--- src/rtl/intc_pkg.sv ---
`default_nettype none

package intc_pkg;

    ////////////////////////////////////////////////////////////////////////////
    // Controller limits
    ////////////////////////////////////////////////////////////////////////////

    // Status and control words leave room for this many sources
    localparam int MAX_SOURCES = 8;

    ////////////////////////////////////////////////////////////////////////////
    // Common word and index types
    ////////////////////////////////////////////////////////////////////////////

    typedef logic [31:0] intc_word_t;   // Data, address and ISR vector
    typedef logic [2:0]  src_idx_t;     // Enough for MAX_SOURCES

    // Source currently in service, latched by the sequencer
    typedef struct packed {
        logic       valid;              // Grant held while IRQ is raised or about to be
        src_idx_t   idx;                // Winning source
        intc_word_t vector;             // Vector copied at grant time
    } intc_grant_t;

endpackage : intc_pkg

`default_nettype wire

--- src/rtl/intc_regmap_pkg.sv ---
`default_nettype none

package intc_regmap_pkg;

    import intc_pkg::*;

    ////////////////////////////////////////////////////////////////////////////
    // Byte offsets seen on input_addr
    ////////////////////////////////////////////////////////////////////////////

    localparam intc_word_t REG_CTRL     = 32'h0000_0000;  // Global enable and mask
    localparam intc_word_t REG_STATUS   = 32'h0000_0004;  // Read only
    localparam intc_word_t REG_VEC_BASE = 32'h0000_0010;  // Vector n at base + 4n

    ////////////////////////////////////////////////////////////////////////////
    // Register word layouts
    ////////////////////////////////////////////////////////////////////////////

    // Control word
    typedef struct packed {
        logic [31-MAX_SOURCES-1:0] reserved;    // Reads back as zero
        logic                      global_en;   // Bit 8
        logic [MAX_SOURCES-1:0]    enable;      // Per-source mask
    } intc_ctrl_t;

    // One write word with two meanings by target address
    typedef union packed {
        intc_ctrl_t ctrl;   // REG_CTRL view
        intc_word_t vec;    // Vector slot view
    } intc_reg_word_u;

endpackage : intc_regmap_pkg

`default_nettype wire

--- src/rtl/intc_regfile.sv ---
`timescale 1ns/1ps
`default_nettype none

module intc_regfile
    import intc_pkg::*;
    import intc_regmap_pkg::*;
#(
    parameter int NUM_SOURCES = 4
) (
    input  wire                    clk,
    input  wire                    reset,
    input  wire intc_word_t        input_addr,
    input  wire intc_word_t        write_data,
    input  wire                    write_enable,
    input  wire [NUM_SOURCES-1:0]  pending,
    input  wire intc_grant_t       grant,
    output intc_word_t             read_data,
    output logic [NUM_SOURCES-1:0] enable,
    output intc_word_t             vectors [NUM_SOURCES]
);

    intc_reg_word_u         wr_word;    // Write data in both views
    intc_ctrl_t             ctrl_q;
    logic [NUM_SOURCES-1:0] vec_wr;     // One-hot vector slot write
    logic [MAX_SOURCES-1:0] pend_ext;
    intc_word_t             status_w;
    intc_word_t             rd_mux;

    // Byte address of vector slot n
    function automatic intc_word_t vec_addr(input int n);
        return REG_VEC_BASE + intc_word_t'(4 * n);
    endfunction

    ////////////////////////////////////////////////////////////////////////////
    // Write side
    ////////////////////////////////////////////////////////////////////////////

    assign wr_word = write_data;

    always_comb begin
        for (int n = 0; n < NUM_SOURCES; n++) begin
            vec_wr[n] = write_enable && (input_addr == vec_addr(n));
        end
    end

    always_ff @(posedge clk) begin
        if (reset) begin
            ctrl_q <= '0;                                   // Everything masked
        end else if (write_enable && input_addr == REG_CTRL) begin
            ctrl_q <= '{reserved: '0,
                        global_en: wr_word.ctrl.global_en,
                        enable: wr_word.ctrl.enable};
        end
    end

    always_ff @(posedge clk) begin
        for (int n = 0; n < NUM_SOURCES; n++) begin
            if (reset) vectors[n] <= '0;
            else if (vec_wr[n]) vectors[n] <= wr_word.vec;  // Address view
        end
    end

    // Global enable gates the whole mask
    assign enable = ctrl_q.enable[NUM_SOURCES-1:0] & {NUM_SOURCES{ctrl_q.global_en}};

    ////////////////////////////////////////////////////////////////////////////
    // Read side
    ////////////////////////////////////////////////////////////////////////////

    always_comb begin
        pend_ext = '0;
        pend_ext[NUM_SOURCES-1:0] = pending;
    end

    // idx at 18:16, service flag at 8, pending at 7:0
    assign status_w = {13'b0, grant.idx, 7'b0, grant.valid, pend_ext};

    always_comb begin
        rd_mux = '0;                                        // Unmapped reads zero
        if (input_addr == REG_CTRL)   rd_mux = ctrl_q;
        if (input_addr == REG_STATUS) rd_mux = status_w;
        for (int n = 0; n < NUM_SOURCES; n++) begin
            if (input_addr == vec_addr(n)) rd_mux = vectors[n];
        end
    end

    always_ff @(posedge clk) begin
        if (reset) read_data <= '0;
        else       read_data <= rd_mux;                     // One cycle after address
    end

    // Table only moves under an explicit write while a source is served
    for (genvar n = 0; n < NUM_SOURCES; n++) begin : g_vec_chk
        a_vec_hold: assert property (@(posedge clk) disable iff (reset)
            grant.valid && !vec_wr[n] |=> $stable(vectors[n]))
            else $error("vector %0d changed during service without a write", n);
    end

endmodule : intc_regfile

`default_nettype wire

--- src/rtl/intc_pending.sv ---
`timescale 1ns/1ps
`default_nettype none

module intc_pending
    import intc_pkg::*;
#(
    parameter int NUM_SOURCES = 4
) (
    input  wire                    clk,
    input  wire                    reset,
    input  wire [NUM_SOURCES-1:0]  done,
    input  wire                    ack_clear,
    input  wire src_idx_t          ack_idx,
    output logic [NUM_SOURCES-1:0] pending
);

    logic [NUM_SOURCES-1:0] done_q;     // Last cycle's done levels
    logic [NUM_SOURCES-1:0] rise;
    logic [NUM_SOURCES-1:0] clr;        // Decoded acknowledge
    logic [NUM_SOURCES-1:0] rearm;      // Edge seen while already pending

    assign rise = done & ~done_q;

    always_comb begin
        for (int i = 0; i < NUM_SOURCES; i++) begin
            clr[i] = ack_clear && (ack_idx == src_idx_t'(i));
        end
    end

    ////////////////////////////////////////////////////////////////////////////
    // Pending latch
    ////////////////////////////////////////////////////////////////////////////

    always_ff @(posedge clk) begin
        if (reset) begin
            done_q  <= '0;
            pending <= '0;
            rearm   <= '0;
        end else begin
            done_q  <= done;
            // Set beats clear and a stored second edge survives the clear
            pending <= (pending & ~clr) | rise | (clr & rearm);
            rearm   <= (rearm & ~clr) | (rise & pending & ~clr);
        end
    end

    // Only the sequencer's clear may drop a bit
    for (genvar i = 0; i < NUM_SOURCES; i++) begin : g_fall_chk
        a_fall_on_clear: assert property (@(posedge clk) disable iff (reset)
            $fell(pending[i]) |-> $past(clr[i]))
            else $error("pending[%0d] dropped without an acknowledge", i);
    end

endmodule : intc_pending

`default_nettype wire

--- src/rtl/intc_sequencer.sv ---
`timescale 1ns/1ps
`default_nettype none

module intc_sequencer
    import intc_pkg::*;
#(
    parameter int NUM_SOURCES = 4
) (
    input  wire                   clk,
    input  wire                   reset,
    input  wire [NUM_SOURCES-1:0] pending,
    input  wire [NUM_SOURCES-1:0] enable,
    input  wire intc_word_t       vectors [NUM_SOURCES],
    input  wire                   iack,
    output intc_grant_t           grant,
    output logic                  irq,
    output intc_word_t            isr_addr,
    output logic                  ack_clear,
    output src_idx_t              ack_idx
);

    typedef enum logic [1:0] {S_IDLE, S_ACTIVE, S_RECOVER} state_t;

    state_t                 state;
    logic [NUM_SOURCES-1:0] req;
    logic                   iack_q;
    logic                   iack_rise;
    src_idx_t               sel_idx;
    intc_word_t             sel_vec;

    assign req       = pending & enable;
    assign iack_rise = iack & ~iack_q;

    // Lowest index wins, so scan from the top down
    always_comb begin
        sel_idx = '0;
        sel_vec = '0;
        for (int i = NUM_SOURCES - 1; i >= 0; i--) begin
            if (req[i]) begin
                sel_idx = src_idx_t'(i);
                sel_vec = vectors[i];
            end
        end
    end

    ////////////////////////////////////////////////////////////////////////////
    // Grant FSM
    ////////////////////////////////////////////////////////////////////////////

    always_ff @(posedge clk) begin
        if (reset) begin
            state     <= S_IDLE;
            grant     <= '0;
            iack_q    <= 1'b0;
            ack_clear <= 1'b0;
            ack_idx   <= '0;
        end else begin
            iack_q    <= iack;
            ack_clear <= 1'b0;                              // Single-cycle pulse
            case (state)
                S_IDLE: if (|req) begin
                    grant <= '{valid: 1'b1, idx: sel_idx, vector: sel_vec};
                    state <= S_ACTIVE;
                end
                S_ACTIVE: if (iack_rise) begin
                    ack_clear   <= 1'b1;
                    ack_idx     <= grant.idx;
                    grant.valid <= 1'b0;                    // irq falls next cycle
                    state       <= S_RECOVER;
                end
                S_RECOVER: state <= S_IDLE;                 // Let pending settle
                default:   state <= S_IDLE;
            endcase
        end
    end

    // Outputs trail the grant by one cycle
    always_ff @(posedge clk) begin
        if (reset) begin
            irq      <= 1'b0;
            isr_addr <= '0;
        end else begin
            irq <= grant.valid;
            if (grant.valid && !irq) isr_addr <= grant.vector;
        end
    end

    a_isr_stable: assert property (@(posedge clk) disable iff (reset)
        irq && $past(irq) |-> $stable(isr_addr))
        else $error("isr_addr moved while irq was high");

endmodule : intc_sequencer

`default_nettype wire

--- src/rtl/intc_top.sv ---
`timescale 1ns/1ps
`default_nettype none

module intc_top
    import intc_pkg::*;
#(
    parameter int NUM_SOURCES = 4
) (
    input  wire                   clk,
    input  wire                   reset,
    input  wire [NUM_SOURCES-1:0] done,
    input  wire                   iack,
    input  wire intc_word_t       input_addr,
    input  wire                   write_enable,
    input  wire intc_word_t       write_data,
    output intc_word_t            read_data,
    output logic                  irq,
    output intc_word_t            isr_addr
);

    logic [NUM_SOURCES-1:0] enable;     // Mask already gated by global_en
    intc_word_t             vectors [NUM_SOURCES];
    logic [NUM_SOURCES-1:0] pending;
    intc_grant_t            grant;
    logic                   ack_clear;
    src_idx_t               ack_idx;

    ////////////////////////////////////////////////////////////////////////////
    // Blocks
    ////////////////////////////////////////////////////////////////////////////

    intc_regfile #(.NUM_SOURCES(NUM_SOURCES)) u_regfile (
        .clk(clk), .reset(reset),
        .input_addr(input_addr), .write_data(write_data), .write_enable(write_enable),
        .pending(pending), .grant(grant),
        .read_data(read_data), .enable(enable), .vectors(vectors)
    );

    intc_pending #(.NUM_SOURCES(NUM_SOURCES)) u_pending (
        .clk(clk), .reset(reset),
        .done(done), .ack_clear(ack_clear), .ack_idx(ack_idx),
        .pending(pending)
    );

    intc_sequencer #(.NUM_SOURCES(NUM_SOURCES)) u_sequencer (
        .clk(clk), .reset(reset),
        .pending(pending), .enable(enable), .vectors(vectors), .iack(iack),
        .grant(grant), .irq(irq), .isr_addr(isr_addr),
        .ack_clear(ack_clear), .ack_idx(ack_idx)
    );

endmodule : intc_top

`default_nettype wire

--- src/rtl/intc_dut_wrapper.sv ---
`timescale 1ns/1ps
`default_nettype none

module intc_dut_wrapper
    import intc_pkg::*;
#(
    parameter int C_S_AXI_DATA_WIDTH = 32,
    parameter int NUM_SOURCES        = 4
) (
    input  wire  [C_S_AXI_DATA_WIDTH-1:0] read_from_slv_reg0,   // done
    input  wire  [C_S_AXI_DATA_WIDTH-1:0] read_from_slv_reg1,   // input_addr
    input  wire  [C_S_AXI_DATA_WIDTH-1:0] read_from_slv_reg2,   // write_data
    input  wire  [C_S_AXI_DATA_WIDTH-1:0] read_from_slv_reg3,   // write_enable
    input  wire  [C_S_AXI_DATA_WIDTH-1:0] read_from_slv_reg4,   // iack
    output logic [C_S_AXI_DATA_WIDTH-1:0] write_to_slv_reg5,    // irq
    output logic [C_S_AXI_DATA_WIDTH-1:0] write_to_slv_reg6,    // isr_addr
    output logic [C_S_AXI_DATA_WIDTH-1:0] write_to_slv_reg7,    // read_data
    input  wire                           sysclk,
    input  wire                           reset
);

    logic [NUM_SOURCES-1:0] done;
    intc_word_t             input_addr;
    intc_word_t             write_data;
    logic                   write_enable;
    logic                   iack;
    logic                   irq;
    intc_word_t             isr_addr;
    intc_word_t             read_data;

    ////////////////////////////////////////////////////////////////////////////
    // Slave register slicing
    ////////////////////////////////////////////////////////////////////////////

    assign done         = read_from_slv_reg0[NUM_SOURCES-1:0];
    assign input_addr   = read_from_slv_reg1[31:0];
    assign write_data   = read_from_slv_reg2[31:0];
    assign write_enable = read_from_slv_reg3[0];
    assign iack         = read_from_slv_reg4[0];        // Acknowledge level

    assign write_to_slv_reg5 = C_S_AXI_DATA_WIDTH'(irq);        // Bit 0 only
    assign write_to_slv_reg6 = C_S_AXI_DATA_WIDTH'(isr_addr);
    assign write_to_slv_reg7 = C_S_AXI_DATA_WIDTH'(read_data);

    intc_top #(.NUM_SOURCES(NUM_SOURCES)) u_intc (
        .clk(sysclk),
        .reset(reset),
        .done(done),
        .iack(iack),
        .input_addr(input_addr),
        .write_enable(write_enable),
        .write_data(write_data),
        .read_data(read_data),
        .irq(irq),
        .isr_addr(isr_addr)
    );

endmodule : intc_dut_wrapper

`default_nettype wire

--- config.mk ---
export PLATFORM = sky130hd
export DESIGN_NAME = intc_dut_wrapper
export DESIGN_NICKNAME = d
export VERILOG_FILES = /design/src/rtl/intc_pkg.sv /design/src/rtl/intc_regmap_pkg.sv /design/src/rtl/intc_regfile.sv /design/src/rtl/intc_pending.sv /design/src/rtl/intc_sequencer.sv /design/src/rtl/intc_top.sv /design/src/rtl/intc_dut_wrapper.sv
export SDC_FILE = /design/constraint.sdc
export NUM_CORES = 1
export LEC_CHECK = 0
export BUFFER_PORTS_ARGS = -buffer_cell sky130_fd_sc_hd__buf_2
export CAP_MARGIN = 30
export CORE_ASPECT_RATIO = 0.75
export CORE_MARGIN = 2
export CORE_UTILIZATION = 35
export CTS_CLUSTER_SIZE = 24
export DETAILED_ROUTE_END_ITERATION = 12
export GPL_ROUTABILITY_DRIVEN = 0
export PLACE_DENSITY = 0.59
export SETUP_SLACK_MARGIN = 0.05
export SYNTH_ARGS = -nofsm -noshare
export SYNTH_HDL_FRONTEND = slang
export SYNTH_SLANG_ARGS = --single-unit
--- constraint.sdc ---
create_clock -name sysclk -period 2.8 [get_ports sysclk]
set_input_delay 0.56 -clock sysclk [delete_from_list [all_inputs] [get_ports sysclk]]
set_output_delay 0.56 -clock sysclk [all_outputs]
set_load 0.03 [all_outputs]
==> results of run 1 <==
==> report_power, final <==
part | total [mW] | switching, mW | leakage (nW) | internal, mW
logic | 0.327 | 0.241 | 2.07 | 0.0863
registers | 3.65 | 0.00898 | 2.06 | 3.64
clock network | 3.58 | 1.48 | 0.443 | 2.10
total | 7.55 | 1.73 | 4.56 | 5.82
==> registers in the layout (all words and copies together) (netlist names), 4 cells and up <==
signal                       cells
u_intc.u_sequencer.grant        35
u_intc.u_regfile.vectors       128
u_intc.u_sequencer.isr_addr     32
u_intc.u_pending.rearm           4
u_intc.u_pending.pending         4
u_intc.u_regfile.read_data      32
u_intc.u_pending.done_q          4
u_intc.u_regfile.ctrl_q          9
==> layout by cell type (no fill, tap or decap), types with 7 or more instances in the layout <==
cell         n
o211ai_1     7
o22ai_1     32
nor2b_1     13
buf_2      135
buf_4       47
o21ai_0     58
clkbuf_8     9
o31ai_1     33
a211oi_1    16
inv_1       27
dfxtp_1    255
a32o_1      20
nor2_1     122
mux2i_1     78
conb_1      31
a21oi_1    112
clkbuf_16   27
nor4_4       8
a221oi_1    32
nand2_1    267
==> final cells by class <==
type / count / area (um^2) / area share [%]
repair buffers: 189 / 1170 / 9.20
diodes: 3 / 7.51 / 0.0588
clock buffers: 40 / 815 / 6.38
flip-flops and latches: 255 / 5100 / 40.0
multi-input cells: 885 / 4980 / 39.0
clock inverters: 8 / 78.8 / 0.618
inverters: 27 / 101 / 0.794
well taps: 399 / 499 / 3.91
==> worst min-delay path by stage <==
stage	startpoint	cells after the start	end	slack, ns
floorplan	u_intc.u_sequencer.grant[0]	2	u_intc.u_sequencer.grant[0]	0.42
global placement	u_intc.u_sequencer.grant[27]	2	u_intc.u_sequencer.grant[27]	0.44
detailed placement	u_intc.u_sequencer.grant[16]	2	u_intc.u_sequencer.grant[16]	0.44
CTS	reset	2	u_intc.u_regfile.vectors[98]	0.24
global route	reset	2	u_intc.u_regfile.vectors[2]	0.26
finish	reset	2	u_intc.u_regfile.vectors[98]	0.25
==> worst max-delay path: stages (launching register included) <==
cell	delay, ns
dfxtp_1	0.31
or2_2	0.30
a311oi_2	0.64
nand2b_1	0.20
buf_4	0.26
o31ai_1	0.25
==> layer usage <==
| layer | track usage [%] | share of wire (%) | up-vias |
|---|---|---|---|
| met5 | 0 | 0 | - |
| met2 | 30.5 | 43 | 298 |
| met1 | 29.3 | 48 | 4416 |
| met4 | 4.83 | 2.0 | 0 |
| li1 | - | - | 4590 |
| met3 | 4.55 | 6.9 | 45 |
==> logic make-up (layout without fill, tap and decap cells) <==
family	Yosys count	in the layout	synth area share, %
compound gates	324	324	19.3
simple gates	452	452	18.4
other cells	1	34	0.0350
flops	255	255	47.7
buf+inv	153	264	7.32
mux	78	78	7.29
==> impl_metrics.ini, run 1 <==
[route]
post-route-drc-count = 0
vias = 9349
drtIter0Drc = 890
firstDrtPassIters = 6
via_per_inst = 5.18
totalWireLength_um = 32900
ant_nets = 0
routedWlPerCell_um = 18.2

[clock_network]
cts_tree = built
h-tree-depth = 1
clkLatencyLatePin_ns = 0.55
clock-sinks = 255
cts_buffers = 27
cts_root_buffer = clkbuf_16
ctsResizeCount = 0
hold_buffers = 0
cts_buffer_depth = 3
clk_pin_slew_ns = 0.06
post-cts-setup-buffers = 0

[grt]
grt_max_degree = 83
overflow = 0
grt_first_pass_wirelength_um = 50900
first_global_vias = 8735
grt_usage_pct = 20.3
grt_antenna_before_repair = 3

[sta]
max_freq_mhz = 484
worstMarginPinSlew_ns = 0.935
maxSlewViolCount = 0
finClkSkew_ns = 0.0163
finalCritPeriodShare_pct = 73.8
slew_headroom_pct = 37.6
finalWorstSetupSlack_ns = 0.734
holdWs_ns = 0.255
fin_crit_ns = 2.07
fin_tns_setup_ns = 0
hold_violations = 0
rsz0062_at_grt = false
setup_viol = 0

[finish]
drive_gt1_share_pct = 18.0
final_cell_count_no_fill = 1806
final_util_pct = 42.3
syn_to_final_growth_pct = 19.2
postLayoutCellArea_um2 = 12800
layout.nets = 1547
nFillCells = 3049

[setup_path]
start_kind = register
endpoint = u_intc.u_sequencer.grant[15]
rr_endpoint = u_intc.u_sequencer.grant[15]
worstSetupStartpoint = u_intc.u_sequencer.state[1]
cp.required_ns = 3.25
critPathCaptureType = register
rrSetupSlack_ns = 0.73
cp_max_fo = 16
arrival_ns = 2.52
r2r_start = u_intc.u_sequencer.state[1]
reg2regPathDepth = 5
crit_type = register to register

[floorplanning]
die-area_um2 = 32000
fp.dieH_um = 156
start_util_pct = 35.5
core-area_um2 = 30100
rows = 55
design.portCount = 258
fp.dieW_um = 206

[synthesis]
synth_area_leader_cell = dfxtp_1
ys_types = 43
yosysSeqAreaShare_pct = 47.7
async_flop_share_pct = 0
synth_area_leaders = dfxtp_1 (48%), nand2_1 (9.4%), mux2i_1 (7.3%)
ys.flop_type = dfxtp_1
synth_area_um2 = 10700
ys_ff_latch = 255
syn_avg_cell_area_um2 = 8.48
synth-edff-count = 0
synth_warnings = 0
synthTopCellsByCount = nand2_1 (268), dfxtp_1 (255), nor2_1 (124), a21oi_1 (113), mux2i_1 (78)
synth.top_cell.area_share_pct = 47.7
synth_cells = 1263
post-synth-top-count-cell = nand2_1

[worst_hold_path]
hold_class = primary input to register

[flow_run]
cap_violations = 0

[place]
dp_slack_ns = 0.238
dpl.cell_count = 1755
port_buffers = 136
dp_hpwl_um = 21600
dpl_cell_area_um2 = 11900

[pwr]
power_density_nw_per_um2 = 592
ir_drop_mv = 0.439
power_mw = 7.55
cellLeakagePower_nw = 4.56

[status]
outcome = completed
Power figures use the tool's default switching activity.
==> inputs of run 2 (changes only) <==
==> constraint.sdc (replaced) <==
create_clock -name sysclk -period 2 [get_ports sysclk]
set_input_delay 0.4 -clock sysclk [delete_from_list [all_inputs] [get_ports sysclk]]
set_output_delay 0.4 -clock sysclk [all_outputs]
set_load 0.03 [all_outputs]
==> impl_metrics.ini, run 2 (synthesized netlist as in run 1, its figures left out) <==
[floorplanning]
design.portCount = 258
die-area_um2 = 32000
core-area_um2 = 30100
start_util_pct = 35.5
fp.dieH_um = 156
fp.dieW_um = 206
rows = 55

[clock_network]
cts_root_buffer = clkbuf_16
clkLatencyLatePin_ns = 0.56
post-cts-setup-buffers = 0
clk_pin_slew_ns = 0.06
cts_tree = built
ctsResizeCount = 0
hold_buffers = 0
clock-sinks = 255
cts_buffer_depth = 3
h-tree-depth = 1
cts_buffers = 27

[sta]
hold_violations = 0
finalWorstSetupSlack_ns = 0.206
fin_crit_ns = 1.79
setup_viol = 0
finClkSkew_ns = 0.0293
rsz0062_at_grt = false
maxSlewViolCount = 0
finalCritPeriodShare_pct = 89.7
max_freq_mhz = 557
slew_headroom_pct = 30.8
fin_tns_setup_ns = 0
worstMarginPinSlew_ns = 1.04
holdWs_ns = 0.0980

[setup_path]
start_kind = primary input
crit_type = primary input to register
critPathCaptureType = register
cp_max_fo = 8
cp.required_ns = 2.43
reg2regPathDepth = 5
arrival_ns = 2.22

[finish]
final_cell_mix = nand2_1 (268), dfxtp_1 (255), buf_2 (135)
area.sequential_um2 = 5100
syn_to_final_growth_pct = 21.2
final_common_cell = nand2_1
regMostFlops = u_intc.u_regfile.vectors
final_util_pct = 43.1
top_regs = u_intc.u_regfile.vectors x128, u_intc.u_sequencer.grant x35
nFillCells = 3022
layout.nets = 1577
multi_input_area_um2 = 4990
drive_gt1_share_pct = 20.0
largest_reg_flops = 128
final_cell_count_no_fill = 1839

[pwr]
ir_drop_mv = 0.583
cellLeakagePower_nw = 4.69
internal-power_mw = 7.92
power.switching_mw = 2.48
seqPwrFrac_pct = 49.1
power_density_nw_per_um2 = 801
clockPowerShare_pct = 46.3
p_sw_share_pct = 23.8
power_frac_comb_pct = 4.6

[worst_hold_path]
worstHoldPathCells = 2
hold_class = primary input to register

[grt]
grt_max_degree = 103
overflow = 0
grt_first_pass_wirelength_um = 52600
grt_usage_pct = 21.0
first_global_vias = 9103
grt_antenna_before_repair = 4

[place]
dpl.cell_count = 1785
dp_hpwl_um = 22700
port_buffers = 136
dp_slack_ns = -0.316

[route]
post-route-drc-count = 0
firstDrtPassIters = 5
routedWlPerCell_um = 18.6
totalWireLength_um = 34200
drtIter0Drc = 847
via_per_inst = 5.26
vias = 9682
ant_nets = 0

[flow_run]
cap_violations = 0

[status]
outcome = completed
-- run 2: power by group through the flow --
stage                     combinational, mW  sequential, mW  clock [mW]
after floorplan                       0.289            5.22           0
after global placement                0.469            5.22           0
after detailed placement              0.473            5.22           0
after CTS                             0.474            5.11        4.91
after global routing                  0.514            5.10        5.13
final                                 0.479            5.11        4.82
-- run 2: final cells by class --
cell class | count | area share (%)
diodes | 4 | 0.0771
clock buffers | 33 | 5.53
clock inverters | 17 | 0.983
inverters | 27 | 0.780
multi-input cells | 885 | 38.4
flip-flops and latches | 255 | 39.3
well taps | 399 | 3.84
repair buffers | 219 | 11.0
-- run 2: metrics by stage --
stage	instance area, um^2	power, mW
final	13000	10.4
after CTS	13000	10.5
after global placement	12100	5.69
after detailed placement	12100	5.69
after floorplan	10800	5.50
after global routing	13000	10.8
-- run 2: worst max-delay path, cell delays in order --
cell	delay [ns]
buf_2	0.10
nor4_1	0.26
nand2_1	0.24
buf_4	0.24
nor3b_2	0.31
buf_4	0.24
o21ai_0	0.11
a32o_1	0.31
-- run 2: final timing paths --
kind,start,end,slack (ns)
max,read_from_slv_reg1[28],u_intc.u_regfile.read_data[12],0.21
min,read_from_slv_reg4[0],u_intc.u_sequencer.iack_q,0.1
max reg2reg,u_intc.u_sequencer.state[1],u_intc.u_sequencer.grant[15],0.26
min reg2reg,u_intc.u_sequencer.grant[2],u_intc.u_sequencer.isr_addr[2],0.45
-- run 2: per-layer routing --
metal | part of all wire [%] | vias to the layer above | track usage (%)
li1 | - | 4637 | -
met1 | 48 | 4631 | 31.0
met2 | 44 | 363 | 31.8
met3 | 6.5 | 51 | 3.58
met4 | 1.9 | 0 | 5.03
met5 | 0 | - | 0
==> inputs of run 3 (changes only) <==
--- a/config.mk
+++ b/config.mk
@@ -14,6 +14,7 @@
 export DETAILED_ROUTE_END_ITERATION = 12
 export GPL_ROUTABILITY_DRIVEN = 0
 export PLACE_DENSITY = 0.59
+export RECOVER_POWER = 100
 export SETUP_SLACK_MARGIN = 0.05
 export SYNTH_ARGS = -nofsm -noshare
 export SYNTH_HDL_FRONTEND = slang
==> constraint.sdc (replaced) <==
create_clock -name sysclk -period 2.3 [get_ports sysclk]
set_input_delay 0.46 -clock sysclk [delete_from_list [all_inputs] [get_ports sysclk]]
set_output_delay 0.46 -clock sysclk [all_outputs]
set_load 0.03 [all_outputs]
==> impl_metrics.ini, run 3 (synthesized netlist as in run 1, its figures left out) <==
[sta]
rsz0062_at_grt = false
max_freq_mhz = 477
worstMarginPinSlew_ns = 1.60
setup_viol = 0
holdWs_ns = 0.149
fin_crit_ns = 2.10
hold_violations = 0
finClkSkew_ns = 0.0131
finalCritPeriodShare_pct = 91.2
finalWorstSetupSlack_ns = 0.203
maxSlewViolCount = 76
slew_headroom_pct = -6.83

[clock_network]
post-cts-setup-buffers = 0
cts_buffers = 27
cts_root_buffer = clkbuf_16
clkLatencyLatePin_ns = 0.55
clk_pin_slew_ns = 0.07
cts_buffer_depth = 3
hold_buffers = 0
ctsResizeCount = 0
clock-sinks = 255
cts_tree = built
h-tree-depth = 1

[setup_path]
r2r_start = u_intc.u_sequencer.state[1]
worstSetupStartpoint = u_intc.u_sequencer.state[1]
arrival_ns = 2.55
cp_max_fo = 10
crit_type = register to register
critPathCaptureType = register
cp.required_ns = 2.76
start_kind = register

[grt]
use_met3_pct = 4.84
use_met2_pct = 30.4
first_global_vias = 8946
overflow = 0
use_met1_pct = 29.7
grt_busiest_layer = met2
grt_antenna_before_repair = 2
grt_max_degree = 114
grt_usage_pct = 20.5
grt_first_pass_wirelength_um = 51600

[place]
dp_hpwl_um = 21600
dpl.cell_count = 1767
port_buffers = 136
dp_slack_ns = -0.115

[pwr]
cellLeakagePower_nw = 4.35
ir_drop_mv = 0.525
power_frac_comb_pct = 4.2
internal-power_mw = 7.32
power.switching_mw = 2.18
power_mw = 9.50
clockPowerShare_pct = 49.1
seqPwrFrac_pct = 46.7
p_sw_share_pct = 23.0
power_density_nw_per_um2 = 741

[route]
post-route-drc-count = 0
totalWireLength_um = 33900
via_per_inst = 5.23
ant_nets = 0
vias = 9501
firstDrtPassIters = 6
routedWlPerCell_um = 18.6
drtIter0Drc = 923

[worst_hold_path]
holdCritStartpoint = read_from_slv_reg4[0]
hold_class = primary input to register

[status]
outcome = finished, violations left
violations = capacitance limit, slew limit

[floorplanning]
start_util_pct = 35.5
rows = 55
fp.dieW_um = 206
core-area_um2 = 30100
design.portCount = 258
die-area_um2 = 32000
fp.dieH_um = 156

[finish]
final_common_cell = nand2_1
drive_gt1_share_pct = 13.9
nFillCells = 3047
top_regs = u_intc.u_regfile.vectors x128, u_intc.u_sequencer.grant x35
regMostFlops = u_intc.u_regfile.vectors
syn_to_final_growth_pct = 19.7
final_util_pct = 42.5
final_cell_count_no_fill = 1818
layout.nets = 1560
largest_reg_flops = 128
final_cell_mix = nand2_1 (268), dfxtp_1 (255), nor2_1 (122)

[flow_run]
cap_violations = 1
## run 3: cell count changes in the layout (fill, tap and decap cells not counted), moves of 2 or more
| cell | delta |
|---|---|
| clkbuf_2 | +6 |
| clkbuf_1 | +66 |
| buf_2 | -65 |
| clkbuf_4 | +2 |
| bufinv_16 | +4 |
| nor2_4 | +2 |
| nor2_2 | -2 |
| buf_4 | -26 |
| clkinv_2 | -5 |
| clkinvlp_4 | -3 |
## run 3: per-stage QoR
stage          TNS, ns  instance area (um^2)
6_report             0                 12800
3_5_place_dp     -4.47                 12000
3_3_place_gp     -4.23                 12000
5_1_grt              0                 12800
4_1_cts              0                 12900
2_1_floorplan        0                 10800
## run 3: layout make-up
cell class | instances | area [um^2] | share of cell area [%]
Clock inverter | 15 | 225 | 1.76
Tap cell | 399 | 499 | 3.89
Timing Repair Buffer | 201 | 1180 | 9.20
Multi-Input combinational cell | 886 | 4990 | 38.9
Sequential cell | 255 | 5100 | 39.8
Antenna cell | 3 | 7.51 | 0.0586
Clock buffer | 32 | 714 | 5.57
Inverter | 27 | 101 | 0.790
## run 3: worst paths after layout
| path | endpoint | slack, ns | depth (start not counted) |
|---|---|---|---|
| min reg2reg | u_intc.u_sequencer.grant[11] | 0.45 | 2 |
| min | u_intc.u_sequencer.iack_q | 0.15 | 2 |
| max reg2reg | u_intc.u_sequencer.grant[2] | 0.20 | 5 |
| max | u_intc.u_sequencer.grant[2] | 0.20 | 5 |
## run 3: power by group through the flow
stage | clock (mW) | combinational [mW] | sequential (mW)
after floorplan | 0 | 0.250 | 4.54
after global placement | 0 | 0.395 | 4.54
after detailed placement | 0 | 0.400 | 4.54
after CTS | 4.76 | 0.401 | 4.44
after global routing | 4.95 | 0.435 | 4.43
final | 4.66 | 0.402 | 4.44
## run 3: metal layers
layer	up-vias	share of wire, %	wire length [um]
li1	4608	-	-
met1	4491	47	15900
met2	344	43	14500
met3	58	8.2	2760
met4	0	2.1	712
met5	-	0	0
## run 3: critical path, cell delays in order (launching register included)
cell,delay (ns)
dfxtp_1,0.31
or2_2,0.32
a311oi_4,0.64
nand2b_1,0.15
clkbuf_2,0.28
o31ai_1,0.31
